==> config.mk <==
export PLATFORM = sky130hd
export DESIGN_NAME = id_stage
export DESIGN_NICKNAME = d
export VERILOG_FILES = /design/src/id_pkg.sv /design/src/id_decoder.sv /design/src/id_regfile.sv /design/src/id_operand_bypass.sv /design/src/id_branch_unit.sv /design/src/id_stage.sv
export SDC_FILE = /design/constraint.sdc
export NUM_CORES = 2
export LEC_CHECK = 0
export BUFFER_PORTS_ARGS = -buffer_cell sky130_fd_sc_hd__buf_2
export CAP_MARGIN = 20
export CORE_MARGIN = 2
export CORE_UTILIZATION = 50
export DETAILED_ROUTE_END_ITERATION = 7
export PLACE_DENSITY_LB_ADDON = 0.12
export SYNTH_ARGS = -nofsm -noshare
export SYNTH_HDL_FRONTEND = slang
export SYNTH_SLANG_ARGS = --single-unit
export TNS_END_PERCENT = 30
==> constraint.sdc <==
create_clock -name clk_i -period 7.6 [get_ports clk_i]
set_clock_uncertainty 0.2 [all_clocks]
set_input_delay 0.38 -clock clk_i [delete_from_list [all_inputs] [get_ports clk_i]]
set_output_delay 0.38 -clock clk_i [all_outputs]
set_load 0.01 [all_outputs]
==> src/id_pkg.sv <==
package id_pkg;

    localparam int XLEN          = 32;
    localparam int REG_ADDR_W    = 5;
    localparam int ALU_MODE_W    = 5;   // {funct7[0], funct7[5], funct3}
    localparam int ALU_OP1_SEL_W = 2;
    localparam int ALU_OP2_SEL_W = 3;
    localparam int MA_MODE_W     = 2;
    localparam int MA_SIZE_W     = 2;
    localparam int WB_SRC_W      = 2;
    localparam int PC_MODE_W     = 2;

    localparam logic [ALU_OP1_SEL_W-1:0] ALU_OP1_ZERO = 2'd0;
    localparam logic [ALU_OP1_SEL_W-1:0] ALU_OP1_RS1  = 2'd1;
    localparam logic [ALU_OP1_SEL_W-1:0] ALU_OP1_IMMU = 2'd2;

    localparam logic [ALU_OP2_SEL_W-1:0] ALU_OP2_ZERO = 3'd0;
    localparam logic [ALU_OP2_SEL_W-1:0] ALU_OP2_RS2  = 3'd1;
    localparam logic [ALU_OP2_SEL_W-1:0] ALU_OP2_IMMI = 3'd2;
    localparam logic [ALU_OP2_SEL_W-1:0] ALU_OP2_IMMS = 3'd3;
    localparam logic [ALU_OP2_SEL_W-1:0] ALU_OP2_PC   = 3'd4;

    localparam logic [ALU_MODE_W-1:0] ALU_ADD   = 5'b00000;
    localparam logic [ALU_MODE_W-1:0] ALU_COPY1 = 5'b11111;   // no rv32 op lands here

    localparam logic [MA_MODE_W-1:0] MA_NONE  = 2'd0;
    localparam logic [MA_MODE_W-1:0] MA_LOAD  = 2'd1;
    localparam logic [MA_MODE_W-1:0] MA_STORE = 2'd2;

    localparam logic [MA_SIZE_W-1:0] MA_SIZE_WORD = 2'b10;   // same code as funct3 of sw

    localparam logic [WB_SRC_W-1:0] WB_NONE = 2'd0;
    localparam logic [WB_SRC_W-1:0] WB_ALU  = 2'd1;
    localparam logic [WB_SRC_W-1:0] WB_MEM  = 2'd2;
    localparam logic [WB_SRC_W-1:0] WB_PC4  = 2'd3;

    localparam logic [PC_MODE_W-1:0] PC_NEXT     = 2'd0;
    localparam logic [PC_MODE_W-1:0] PC_JUMP_REL = 2'd1;
    localparam logic [PC_MODE_W-1:0] PC_JUMP_ABS = 2'd2;
    localparam logic [PC_MODE_W-1:0] PC_BRANCH   = 2'd3;

    localparam logic [6:0] OPC_OP_IMM   = 7'b0010011;
    localparam logic [6:0] OPC_LUI      = 7'b0110111;
    localparam logic [6:0] OPC_AUIPC    = 7'b0010111;
    localparam logic [6:0] OPC_OP       = 7'b0110011;
    localparam logic [6:0] OPC_JAL      = 7'b1101111;
    localparam logic [6:0] OPC_JALR     = 7'b1100111;
    localparam logic [6:0] OPC_BRANCH   = 7'b1100011;
    localparam logic [6:0] OPC_LOAD     = 7'b0000011;
    localparam logic [6:0] OPC_STORE    = 7'b0100011;
    localparam logic [6:0] OPC_MISC_MEM = 7'b0001111;
    localparam logic [6:0] OPC_SYSTEM   = 7'b1110011;

    localparam logic [2:0] F3_SRL_SRA = 3'b101;
    localparam logic [2:0] F3_BEQ     = 3'b000;
    localparam logic [2:0] F3_BNE     = 3'b001;
    localparam logic [2:0] F3_BLT     = 3'b100;
    localparam logic [2:0] F3_BGE     = 3'b101;
    localparam logic [2:0] F3_BLTU    = 3'b110;
    localparam logic [2:0] F3_BGEU    = 3'b111;
    localparam logic [2:0] F3_PRIV    = 3'b000;   // ecall, ebreak

    // bubble values
    localparam logic [XLEN-1:0] NOP_PC = 32'h0000_0000;
    localparam logic [XLEN-1:0] NOP_IR = 32'h0000_0013;   // addi x0, x0, 0

    // one instruction word, six format views
    typedef union packed {
        struct packed {
            logic [6:0] funct7;
            logic [4:0] rs2;
            logic [4:0] rs1;
            logic [2:0] funct3;
            logic [4:0] rd;
            logic [6:0] opcode;
        } r;
        struct packed {
            logic [11:0] imm;
            logic [4:0]  rs1;
            logic [2:0]  funct3;
            logic [4:0]  rd;
            logic [6:0]  opcode;
        } i;
        struct packed {
            logic [6:0] imm_hi;
            logic [4:0] rs2;
            logic [4:0] rs1;
            logic [2:0] funct3;
            logic [4:0] imm_lo;
            logic [6:0] opcode;
        } s;
        struct packed {
            logic       imm_12;
            logic [5:0] imm_10_5;
            logic [4:0] rs2;
            logic [4:0] rs1;
            logic [2:0] funct3;
            logic [3:0] imm_4_1;
            logic       imm_11;
            logic [6:0] opcode;
        } b;
        struct packed {
            logic [19:0] imm;
            logic [4:0]  rd;
            logic [6:0]  opcode;
        } u;
        struct packed {
            logic       imm_20;
            logic [9:0] imm_10_1;
            logic       imm_11;
            logic [7:0] imm_19_12;
            logic [4:0] rd;
            logic [6:0] opcode;
        } j;
    } instr_u;

endpackage

==> src/id_decoder.sv <==
module id_decoder (
    input  logic [id_pkg::XLEN-1:0]          ir_i,
    output logic [id_pkg::REG_ADDR_W-1:0]    rs1_o,
    output logic [id_pkg::REG_ADDR_W-1:0]    rs2_o,
    output logic [id_pkg::REG_ADDR_W-1:0]    rd_o,
    output logic [id_pkg::ALU_OP1_SEL_W-1:0] alu_op1_sel_o,
    output logic [id_pkg::ALU_OP2_SEL_W-1:0] alu_op2_sel_o,
    output logic [id_pkg::ALU_MODE_W-1:0]    alu_mode_o,
    output logic [id_pkg::MA_MODE_W-1:0]     ma_mode_o,
    output logic [id_pkg::MA_SIZE_W-1:0]     ma_size_o,
    output logic [id_pkg::WB_SRC_W-1:0]      wb_src_o,
    output logic [id_pkg::PC_MODE_W-1:0]     pc_mode_o,
    output logic [2:0]                       branch_f3_o,
    output logic [id_pkg::XLEN-1:0]          imm_i_o,
    output logic [id_pkg::XLEN-1:0]          imm_s_o,
    output logic [id_pkg::XLEN-1:0]          imm_u_o,
    output logic [id_pkg::XLEN-1:0]          jmp_offset_o,
    output logic                             ra_used_o,
    output logic                             rb_used_o,
    output logic                             halt_o
);
    import id_pkg::*;

    localparam int CW_W = PC_MODE_W + ALU_OP1_SEL_W + ALU_OP2_SEL_W + ALU_MODE_W
                        + MA_MODE_W + WB_SRC_W + 3;

    instr_u                ir_w;
    logic [6:0]            opc_w;
    logic [2:0]            f3_w;
    logic [XLEN-1:0]       imm_b_w;
    logic [XLEN-1:0]       imm_j_w;
    logic [ALU_MODE_W-1:0] mode7_w;
    logic [ALU_MODE_W-1:0] mode_imm_w;
    logic [CW_W-1:0]       cw_w;

    assign ir_w        = ir_i;
    assign opc_w       = ir_w.r.opcode;
    assign f3_w        = ir_w.r.funct3;
    assign rs1_o       = ir_w.r.rs1;
    assign rs2_o       = ir_w.r.rs2;
    assign rd_o        = ir_w.r.rd;
    assign branch_f3_o = f3_w;

    // sign always comes from ir[31]
    assign imm_i_o = {{20{ir_w.i.imm[11]}}, ir_w.i.imm};
    assign imm_s_o = {{20{ir_w.s.imm_hi[6]}}, ir_w.s.imm_hi, ir_w.s.imm_lo};
    assign imm_b_w = {{20{ir_w.b.imm_12}}, ir_w.b.imm_11, ir_w.b.imm_10_5, ir_w.b.imm_4_1, 1'b0};
    assign imm_u_o = {ir_w.u.imm, 12'b0};
    assign imm_j_w = {{12{ir_w.j.imm_20}}, ir_w.j.imm_19_12, ir_w.j.imm_11, ir_w.j.imm_10_1, 1'b0};

    assign mode7_w    = {ir_w.r.funct7[0], ir_w.r.funct7[5], f3_w};
    assign mode_imm_w = (f3_w == F3_SRL_SRA) ? mode7_w : {2'b00, f3_w};   // srai needs f7[5]

    // pc mode, op1, op2, alu mode, mem mode, wb source, {halt, ra used, rb used}
    always_comb begin
        casez ({f3_w, opc_w})
            {3'b???, OPC_OP_IMM}:
                cw_w = {PC_NEXT, ALU_OP1_RS1, ALU_OP2_IMMI, mode_imm_w, MA_NONE, WB_ALU, 3'b010};
            {3'b???, OPC_LUI}:
                cw_w = {PC_NEXT, ALU_OP1_IMMU, ALU_OP2_ZERO, ALU_COPY1, MA_NONE, WB_ALU, 3'b000};
            {3'b???, OPC_AUIPC}:
                cw_w = {PC_NEXT, ALU_OP1_IMMU, ALU_OP2_PC, ALU_ADD, MA_NONE, WB_ALU, 3'b000};
            {3'b???, OPC_OP}:
                cw_w = {PC_NEXT, ALU_OP1_RS1, ALU_OP2_RS2, mode7_w, MA_NONE, WB_ALU, 3'b011};
            {3'b???, OPC_JAL}:
                cw_w = {PC_JUMP_REL, ALU_OP1_ZERO, ALU_OP2_ZERO, ALU_ADD, MA_NONE, WB_PC4, 3'b000};
            {3'b???, OPC_JALR}:
                cw_w = {PC_JUMP_ABS, ALU_OP1_ZERO, ALU_OP2_ZERO, ALU_ADD, MA_NONE, WB_PC4, 3'b010};
            {F3_BEQ, OPC_BRANCH}, {F3_BNE, OPC_BRANCH}, {F3_BLT, OPC_BRANCH},
            {F3_BGE, OPC_BRANCH}, {F3_BLTU, OPC_BRANCH}, {F3_BGEU, OPC_BRANCH}:
                cw_w = {PC_BRANCH, ALU_OP1_ZERO, ALU_OP2_ZERO, ALU_ADD, MA_NONE, WB_NONE, 3'b011};
            {3'b???, OPC_LOAD}:
                cw_w = {PC_NEXT, ALU_OP1_RS1, ALU_OP2_IMMI, ALU_ADD, MA_LOAD, WB_MEM, 3'b010};
            {3'b???, OPC_STORE}:   // rs2 carries the store data
                cw_w = {PC_NEXT, ALU_OP1_RS1, ALU_OP2_IMMS, ALU_ADD, MA_STORE, WB_NONE, 3'b011};
            {3'b???, OPC_MISC_MEM}:
                cw_w = {PC_NEXT, ALU_OP1_ZERO, ALU_OP2_ZERO, ALU_ADD, MA_NONE, WB_NONE, 3'b000};
            {F3_PRIV, OPC_SYSTEM}:
                cw_w = {PC_NEXT, ALU_OP1_ZERO, ALU_OP2_ZERO, ALU_ADD, MA_NONE, WB_NONE, 3'b100};
            default:   // csr ops included, the stage has no csr path
                cw_w = {PC_NEXT, ALU_OP1_ZERO, ALU_OP2_ZERO, ALU_ADD, MA_NONE, WB_NONE, 3'b100};
        endcase
    end

    assign {pc_mode_o, alu_op1_sel_o, alu_op2_sel_o, alu_mode_o, ma_mode_o, wb_src_o,
            halt_o, ra_used_o, rb_used_o} = cw_w;

    assign ma_size_o = (opc_w == OPC_STORE) ? f3_w[1:0] : MA_SIZE_WORD;

    always_comb begin
        case (opc_w)
            OPC_JAL:  jmp_offset_o = imm_j_w;
            OPC_JALR: jmp_offset_o = imm_i_o;
            default:  jmp_offset_o = imm_b_w;   // only read in branch mode
        endcase
    end

endmodule

==> src/id_regfile.sv <==
module id_regfile #(
    parameter int REG_COUNT = 32   // 16 for rv32e
) (
    input  logic                          clk_i,
    input  logic [id_pkg::REG_ADDR_W-1:0] rd1_addr_i,
    output logic [id_pkg::XLEN-1:0]       rd1_data_o,
    input  logic [id_pkg::REG_ADDR_W-1:0] rd2_addr_i,
    output logic [id_pkg::XLEN-1:0]       rd2_data_o,
    input  logic [id_pkg::REG_ADDR_W-1:0] wr_addr_i,
    input  logic [id_pkg::XLEN-1:0]       wr_data_i,
    input  logic                          wr_en_i
);
    import id_pkg::*;

    logic [XLEN-1:0] regs_r [1:REG_COUNT-1];   // x0 has no storage

    // x0 and addresses past the file are not backed
    function automatic logic present(input logic [REG_ADDR_W-1:0] addr);
        return (addr != '0) && (32'(addr) < REG_COUNT);
    endfunction

    always_ff @(posedge clk_i) begin
        if (wr_en_i && present(wr_addr_i)) begin
            regs_r[wr_addr_i] <= wr_data_i;
        end
    end

    assign rd1_data_o = present(rd1_addr_i) ? regs_r[rd1_addr_i] : '0;
    assign rd2_data_o = present(rd2_addr_i) ? regs_r[rd2_addr_i] : '0;

    // an X address would hit an unknown register
    assert property (@(posedge clk_i) wr_en_i |-> !$isunknown(wr_addr_i));

endmodule

==> src/id_operand_bypass.sv <==
module id_operand_bypass (
    input  logic [id_pkg::REG_ADDR_W-1:0] rs1_i,
    input  logic [id_pkg::REG_ADDR_W-1:0] rs2_i,
    input  logic                          ra_used_i,
    input  logic                          rb_used_i,
    input  logic [id_pkg::XLEN-1:0]       rf_ra_i,
    input  logic [id_pkg::XLEN-1:0]       rf_rb_i,
    input  logic [id_pkg::REG_ADDR_W-1:0] ex_wb_addr_i,
    input  logic [id_pkg::XLEN-1:0]       ex_wb_data_i,
    input  logic                          ex_wb_valid_i,
    input  logic                          ex_wb_ready_i,
    input  logic [id_pkg::REG_ADDR_W-1:0] ma_wb_addr_i,
    input  logic [id_pkg::XLEN-1:0]       ma_wb_data_i,
    input  logic                          ma_wb_valid_i,
    input  logic                          ma_wb_ready_i,
    input  logic [id_pkg::REG_ADDR_W-1:0] wb_addr_i,
    input  logic [id_pkg::XLEN-1:0]       wb_data_i,
    input  logic                          wb_valid_i,
    output logic [id_pkg::XLEN-1:0]       ra_o,
    output logic [id_pkg::XLEN-1:0]       rb_o,
    output logic                          hazard_o
);
    import id_pkg::*;

    // youngest producer wins: ex, then ma, then wb
    function automatic logic [XLEN-1:0] forward(
        input logic [REG_ADDR_W-1:0] rs,
        input logic [XLEN-1:0]       rf
    );
        if (rs == '0)
            return rf;   // file gives zero
        else if (ex_wb_valid_i && rs == ex_wb_addr_i)
            return ex_wb_data_i;
        else if (ma_wb_valid_i && rs == ma_wb_addr_i)
            return ma_wb_data_i;
        else if (wb_valid_i && rs == wb_addr_i)
            return wb_data_i;   // same-cycle write not yet in the file
        else
            return rf;
    endfunction

    // producer in flight whose result does not exist yet
    function automatic logic pending(
        input logic [REG_ADDR_W-1:0] rs,
        input logic                  used
    );
        return used && (rs != '0)
            && ((ex_wb_valid_i && !ex_wb_ready_i && rs == ex_wb_addr_i)
             || (ma_wb_valid_i && !ma_wb_ready_i && rs == ma_wb_addr_i));
    endfunction

    always_comb begin
        ra_o     = forward(rs1_i, rf_ra_i);
        rb_o     = forward(rs2_i, rf_rb_i);
        hazard_o = pending(rs1_i, ra_used_i) || pending(rs2_i, rb_used_i);
    end

endmodule

==> src/id_branch_unit.sv <==
module id_branch_unit (
    input  logic                         reset_i,
    input  logic [id_pkg::XLEN-1:0]      pc_i,
    input  logic [id_pkg::PC_MODE_W-1:0] pc_mode_i,
    input  logic [2:0]                   branch_f3_i,
    input  logic [id_pkg::XLEN-1:0]      jmp_offset_i,
    input  logic [id_pkg::XLEN-1:0]      ra_i,
    input  logic [id_pkg::XLEN-1:0]      rb_i,
    output logic                         jmp_valid_o,
    output logic [id_pkg::XLEN-1:0]      jmp_addr_o
);
    import id_pkg::*;

    logic cond_w;

    always_comb begin
        case (branch_f3_i[2:1])
            2'b00:   cond_w = (ra_i == rb_i);
            2'b10:   cond_w = ($signed(ra_i) < $signed(rb_i));
            2'b11:   cond_w = (ra_i < rb_i);
            default: cond_w = 1'b0;   // 01x never decodes as a branch
        endcase
    end

    always_comb begin
        jmp_valid_o = 1'b0;
        jmp_addr_o  = '0;
        if (!reset_i) begin
            case (pc_mode_i)
                PC_JUMP_REL: begin
                    jmp_valid_o = 1'b1;
                    jmp_addr_o  = pc_i + jmp_offset_i;
                end
                PC_JUMP_ABS: begin
                    jmp_valid_o = 1'b1;
                    jmp_addr_o  = ra_i + jmp_offset_i;   // jalr
                end
                PC_BRANCH: begin
                    jmp_valid_o = cond_w ^ branch_f3_i[0];   // odd funct3 inverts
                    jmp_addr_o  = pc_i + jmp_offset_i;
                end
                default: ;   // PC_NEXT
            endcase
        end
    end

endmodule

==> src/id_stage.sv <==
module id_stage #(
    parameter int REG_COUNT = 32
) (
    input  logic                          clk_i,
    input  logic                          reset_i,
    input  logic [id_pkg::XLEN-1:0]       pc_i,
    input  logic [id_pkg::XLEN-1:0]       ir_i,
    input  logic [id_pkg::REG_ADDR_W-1:0] ex_wb_addr_i,
    input  logic [id_pkg::XLEN-1:0]       ex_wb_data_i,
    input  logic                          ex_wb_valid_i,
    input  logic                          ex_wb_ready_i,
    input  logic [id_pkg::REG_ADDR_W-1:0] ma_wb_addr_i,
    input  logic [id_pkg::XLEN-1:0]       ma_wb_data_i,
    input  logic                          ma_wb_valid_i,
    input  logic                          ma_wb_ready_i,
    input  logic [id_pkg::REG_ADDR_W-1:0] wb_addr_i,
    input  logic [id_pkg::XLEN-1:0]       wb_data_i,
    input  logic                          wb_valid_i,
    output logic                          ready_o,
    output logic                          jmp_valid_o,
    output logic [id_pkg::XLEN-1:0]       jmp_addr_o,
    output logic [id_pkg::XLEN-1:0]       pc_o,
    output logic [id_pkg::XLEN-1:0]       ir_o,
    output logic [id_pkg::XLEN-1:0]       alu_op1_o,
    output logic [id_pkg::XLEN-1:0]       alu_op2_o,
    output logic [id_pkg::ALU_MODE_W-1:0] alu_mode_o,
    output logic [id_pkg::MA_MODE_W-1:0]  ma_mode_o,
    output logic [id_pkg::MA_SIZE_W-1:0]  ma_size_o,
    output logic [id_pkg::XLEN-1:0]       ma_data_o,
    output logic [id_pkg::WB_SRC_W-1:0]   wb_src_o,
    output logic [id_pkg::XLEN-1:0]       wb_link_o,
    output logic                          wb_valid_o,
    output logic                          halt_o
);
    import id_pkg::*;

    logic [REG_ADDR_W-1:0]    rs1_w, rs2_w, rd_w;
    logic [ALU_OP1_SEL_W-1:0] op1_sel_w;
    logic [ALU_OP2_SEL_W-1:0] op2_sel_w;
    logic [ALU_MODE_W-1:0]    alu_mode_w;
    logic [MA_MODE_W-1:0]     ma_mode_w;
    logic [MA_SIZE_W-1:0]     ma_size_w;
    logic [WB_SRC_W-1:0]      wb_src_w;
    logic [PC_MODE_W-1:0]     pc_mode_w;
    logic [2:0]               branch_f3_w;
    logic [XLEN-1:0]          imm_i_w, imm_s_w, imm_u_w, jmp_offset_w;
    logic [XLEN-1:0]          rf_ra_w, rf_rb_w, ra_w, rb_w;
    logic [XLEN-1:0]          op1_w, op2_w;
    logic                     ra_used_w, rb_used_w, halt_w;
    logic                     hazard_w;
    logic                     wb_valid_w;

    id_decoder decoder0 (
        .ir_i          (ir_i),
        .rs1_o         (rs1_w),
        .rs2_o         (rs2_w),
        .rd_o          (rd_w),
        .alu_op1_sel_o (op1_sel_w),
        .alu_op2_sel_o (op2_sel_w),
        .alu_mode_o    (alu_mode_w),
        .ma_mode_o     (ma_mode_w),
        .ma_size_o     (ma_size_w),
        .wb_src_o      (wb_src_w),
        .pc_mode_o     (pc_mode_w),
        .branch_f3_o   (branch_f3_w),
        .imm_i_o       (imm_i_w),
        .imm_s_o       (imm_s_w),
        .imm_u_o       (imm_u_w),
        .jmp_offset_o  (jmp_offset_w),
        .ra_used_o     (ra_used_w),
        .rb_used_o     (rb_used_w),
        .halt_o        (halt_w)
    );

    id_regfile #(.REG_COUNT(REG_COUNT)) regfile0 (
        .clk_i      (clk_i),
        .rd1_addr_i (rs1_w),
        .rd1_data_o (rf_ra_w),
        .rd2_addr_i (rs2_w),
        .rd2_data_o (rf_rb_w),
        .wr_addr_i  (wb_addr_i),
        .wr_data_i  (wb_data_i),
        .wr_en_i    (wb_valid_i)
    );

    id_operand_bypass bypass0 (
        .rs1_i         (rs1_w),
        .rs2_i         (rs2_w),
        .ra_used_i     (ra_used_w),
        .rb_used_i     (rb_used_w),
        .rf_ra_i       (rf_ra_w),
        .rf_rb_i       (rf_rb_w),
        .ex_wb_addr_i  (ex_wb_addr_i),
        .ex_wb_data_i  (ex_wb_data_i),
        .ex_wb_valid_i (ex_wb_valid_i),
        .ex_wb_ready_i (ex_wb_ready_i),
        .ma_wb_addr_i  (ma_wb_addr_i),
        .ma_wb_data_i  (ma_wb_data_i),
        .ma_wb_valid_i (ma_wb_valid_i),
        .ma_wb_ready_i (ma_wb_ready_i),
        .wb_addr_i     (wb_addr_i),
        .wb_data_i     (wb_data_i),
        .wb_valid_i    (wb_valid_i),
        .ra_o          (ra_w),
        .rb_o          (rb_w),
        .hazard_o      (hazard_w)
    );

    id_branch_unit branch0 (
        .reset_i      (reset_i),
        .pc_i         (pc_i),
        .pc_mode_i    (pc_mode_w),
        .branch_f3_i  (branch_f3_w),
        .jmp_offset_i (jmp_offset_w),
        .ra_i         (ra_w),
        .rb_i         (rb_w),
        .jmp_valid_o  (jmp_valid_o),
        .jmp_addr_o   (jmp_addr_o)
    );

    always_comb begin
        case (op1_sel_w)
            ALU_OP1_RS1:  op1_w = ra_w;
            ALU_OP1_IMMU: op1_w = imm_u_w;
            default:      op1_w = '0;
        endcase
        case (op2_sel_w)
            ALU_OP2_RS2:  op2_w = rb_w;
            ALU_OP2_IMMI: op2_w = imm_i_w;
            ALU_OP2_IMMS: op2_w = imm_s_w;
            ALU_OP2_PC:   op2_w = pc_i;
            default:      op2_w = '0;
        endcase
    end

    assign wb_valid_w = (wb_src_w != WB_NONE) && (rd_w != '0);   // x0 writes dropped here
    assign ready_o    = reset_i || !hazard_w;   // fetch holds pc/ir while low

    always_ff @(posedge clk_i) begin
        if (reset_i || hazard_w) begin   // bubble, addi x0, x0, 0
            pc_o       <= NOP_PC;
            ir_o       <= NOP_IR;
            alu_op1_o  <= '0;
            alu_op2_o  <= '0;
            alu_mode_o <= ALU_ADD;
            ma_mode_o  <= MA_NONE;
            ma_size_o  <= MA_SIZE_WORD;
            ma_data_o  <= '0;
            wb_src_o   <= WB_NONE;
            wb_link_o  <= '0;
            wb_valid_o <= 1'b0;
            halt_o     <= 1'b0;
        end else begin
            pc_o       <= pc_i;
            ir_o       <= ir_i;
            alu_op1_o  <= op1_w;
            alu_op2_o  <= op2_w;
            alu_mode_o <= alu_mode_w;
            ma_mode_o  <= ma_mode_w;
            ma_size_o  <= ma_size_w;
            ma_data_o  <= rb_w;   // store data
            wb_src_o   <= wb_src_w;
            wb_link_o  <= pc_i + 32'd4;
            wb_valid_o <= wb_valid_w;
            halt_o     <= halt_w;
        end
    end

    // fetch keeps the stalled instruction in place
    assert property (@(posedge clk_i) disable iff (reset_i)
        !ready_o |=> $stable(pc_i) && $stable(ir_i));

endmodule

==> results.yml <==
synth:
  synthesis.instances: 3577
  synth_xor_area_frac: 0.0115
  ys_seq_area_frac: 0.585
  summed_instance_area_of_the_synthesized_netlist_mm2: 0.0579
  synth-compound-area-share: 0.0681
  synth-adder-area-share: 0.0150
  yosys.area_share.simple: 0.0556
  synth_ff_type: "edfxtp_1"
  ys_ff_latch: 1195
  synth_cell_types: 84
  mappedNetlistNets: 3828
  synth_edf_count: 992
  yosys-mux-area-fraction: 0.236
  yosys_warnings: 0
  share_of_synthesized_flip_flops_with_an_asynchronous_set_or_reset: 0
  synth_top_family_by_area: "multiplexers"
  synth.avg_cell_area_um2: 16.2
sta:
  grt_setup_unrepaired: "no"
  setup_failing_eps_final: 0
  finalMaxSlewViolations: 0
  setup_tns_ns: 0
  hold_violations: 0
  fmax_ghz: 0.136
  period_minus_slack_ns: 7.36
  crit_share_post_route: 0.969
  worst_pin_slew_ns: 1.12
  max_slew_margin: 0.251
pwr:
  internal_power_w: 0.0117
  power_density_mw_per_mm2: 231
  static-leakage-power_nw: 24.0
  combPwrFrac: 0.137
  switching_power_w: 0.00400
  sequentialPowerShare: 0.460
  worst_ir_drop_vdd_mv: 0.235
  power_frac_clock: 0.402
  sw_frac_of_total: 0.254
placed_design:
  globalplace.congestion: 0.997
  place.detailed.hpwl_um: 129000
  numPortBuffers: 420
  post_dp_cell_area_mm2: 0.0621
drt:
  ant_nets: 0
  via_count: 39434
  drt_first_pass_iters: 5
  via_per_inst: 6.79
  detail_route.iter0.violations: 4894
  final_routed_wire_length_divided_by_cell_count_um: 35.1
  detail_route.wirelength_um: 204000
  post-route-drc-count: 0
floorplan:
  starting_density_of_the_core: 0.505
  fp.dieH_um: 344
  floorplan.die.width_um: 344
  fp-row-count: 124
  core_mm2: 0.115
  fp.dieArea_mm2: 0.119
  io_pins: 421
grt:
  grt_pass1_vias: 37989
  grt_remaining_overflow: 0
  global_route_wire_length_before_repair_um: 284000
  grt_max_degree: 91
  number_of_antenna_violations_at_the_first_check_in_global_routing: 17
  grt_usage: 0.342
layout:
  layout_nets: 4428
  finalInstanceArea_mm2: 0.0681
  area.growth.synth_to_final_pct: 17.6
  layout.filler_cells: 8651
  layout-drive-gt1-share: 0.322
worst_setup_path:
  cp_max_fo: 31
  worst_setup_path_end_kind: "output port"
  worst-endpoint-required_ns: 7.02
  crit_type: "primary input to output port"
  startpoint_type: "primary input"
  critical_path_arrival_ns: 6.78
cts:
  cts.repair_timing.setup_buffer_count: 0
  clkSinkCount: 1195
  clock_tree.buffer_depth: 3
  cts_buffer_count: 132
  cts_tree: "yes"
  htree_num_levels: 4
  cts.clk_slew.worst_paths_ns: 0.05
  clk_root_buffer_cell: "clkbuf_16"
  insertion_delay_to_the_later_sink_of_the_worst_skew_pair_ns: 0.78
worst_hold_path:
  timing.hold.worst.class: "primary input to flip-flop"
run:
  cap_viol_max_count: 0
run_status:
  result_of_the_run: "complete, no violations"
## metrics by stage
| stage | total power (W) | hold slack, ns | utilization | worst slack [ns] | std cells |
|---|---|---|---|---|---|
| global route | 0.0162 | 0.0144 | 0.594 | 0.00571 | 5795 |
| CTS | 0.0158 | 0.00167 | 0.593 | 0.187 | 5790 |
| global placement | 0.00940 | 0.461 | 0.542 | 1.06 | 5392 |
| detailed placement | 0.00940 | 0.458 | 0.542 | 1.04 | 5392 |
| finish | 0.0157 | 0.00356 | 0.594 | 0.237 | 5804 |
| floorplan | 0.00858 | 0.252 | - | 2.10 | 3577 |
## placed cells by master (no fill, tap or decap), drive strengths merged, types with 7 or more instances in the layout
cell type / Yosys / layout
a211o: 8 / 8
mux2i: 154 / 154
o21ai: 80 / 80
a31o: 8 / 8
a21oi: 122 / 122
or3: 11 / 11
and3: 14 / 14
o221ai: 25 / 25
or2: 38 / 38
ha: 68 / 68
edfxtp: 992 / 992
clkbuf: 136 / 170
a2111oi: 15 / 15
a211oi: 113 / 113
nand2: 95 / 95
o21a: 7 / 7
dlygate4sd3: 0 / 163
and2: 72 / 72
bufinv: 0 / 9
dfxtp: 203 / 203
a2bb2o: 14 / 14
nand2b: 15 / 15
a22oi: 25 / 25
xnor2: 34 / 34
nor2b: 25 / 25
inv: 24 / 29
a21o: 18 / 18
o22ai: 39 / 39
a22o: 16 / 16
diode: 0 / 14
xor2: 42 / 42
mux4: 529 / 529
clkinv: 1 / 49
nor4: 8 / 8
nor2: 287 / 287
nor3: 30 / 30
nand4: 19 / 19
nand3: 47 / 47
a221oi: 33 / 33
buf: 143 / 583
## worst paths after layout
| kind | from | end | slack [ns] | depth (start not counted) |
|---|---|---|---|---|
| worst max-delay path | ir_i[20] | jmp_valid_o | 0.24 | 22 |
| worst min-delay path | ir_i[17] | ir_o[17] | 0.004 | 2 |
| worst max register to register | regfile0.regs_r[30][16] | ma_data_o[16] | 3.59 | 8 |
| worst min register to register | regfile0.regs_r[1][3] | alu_op1_o[3] | 0.98 | 8 |
## power groups by stage
stage                     clock [W]  sequential [W]  combinational, W
after floorplan                   0         0.00740           0.00118
final                       0.00633         0.00724           0.00216
after detailed placement          0         0.00738           0.00202
after global routing        0.00665         0.00725           0.00227
after CTS                   0.00640         0.00724           0.00212
after global placement            0         0.00738           0.00203
## state kept, by name, indices dropped and copies added (netlist names), 5 cells and up
signal           count
alu_mode_o           5
alu_op1_o           32
alu_op2_o           32
ir_o                32
ma_data_o           32
pc_o                32
regfile0.regs_r    992
wb_link_o           30
## cell families (layout without fill, tap and decap cells)
family,after synthesis,after routing
AO/OA/AOI/OAI,567,567
XOR/XNOR,76,76
adder cells (fa/ha/maj),69,69
buffers and inverters,305,1006
flip-flops,1195,1195
multiplexers,689,689
other,0,14
AND/OR/NAND/NOR,676,676
## timing repair
item	CTS	global route
gates resized for setup	0	3
hold endpoints to repair	1099	0
setup endpoints to repair	0	1
hold buffers	163	0
## layer usage
metal | global-route usage | wire, um
met4 | 0.160 | 10300
met5 | 0 | 78
met3 | 0.0619 | 19300
met2 | 0.549 | 97300
met1 | 0.456 | 76600
## cell usage after synthesis, types with 42 or more instances
master,n,share of area
ha_1,68,0.015
buf_2,72,0.0062
dfxtp_1,203,0.070
a21oi_1,122,0.011
clkbuf_1,131,0.0085
nand3_1,47,0.0041
mux4_2,494,0.19
edfxtp_1,992,0.51
and2_1,72,0.0078
mux2i_1,154,0.027
xor2_1,42,0.0064
nor2_1,287,0.019
a211oi_1,109,0.014
o21ai_0,68,0.0059
nand2_1,95,0.0062
## critical path, cell delays in order
cell and delay, ns:
dlygate4sd3_1 0.57, buf_8 0.38, buf_12 0.26, buf_4 0.29
mux4_2 0.54, mux4_2 0.50, mux2i_1 0.22, a211oi_2 0.18
a221oi_1 0.25, dlygate4sd3_1 0.58, buf_4 0.14, or2_2 0.11
ha_1 0.20, and4_1 0.27, nand3_1 0.11, or3_1 0.41
a311oi_1 0.22, o21ai_0 0.15, or3_1 0.36, a31oi_1 0.33
nor2_1 0.08, buf_2 0.17
## layout make-up
type	instances	area (um2)	area share
sequential	1195	33900	0.497
antenna	14	35.0	0.000515
multi-input combinational	2077	22700	0.333
inverter	25	98.8	0.00145
tap	1512	1890	0.0278
timing repair buffer	746	5280	0.0776
clock buffer	170	3560	0.0524
clock inverter	65	709	0.0104
No activity file was read; power rests on OpenSTA's default activity.
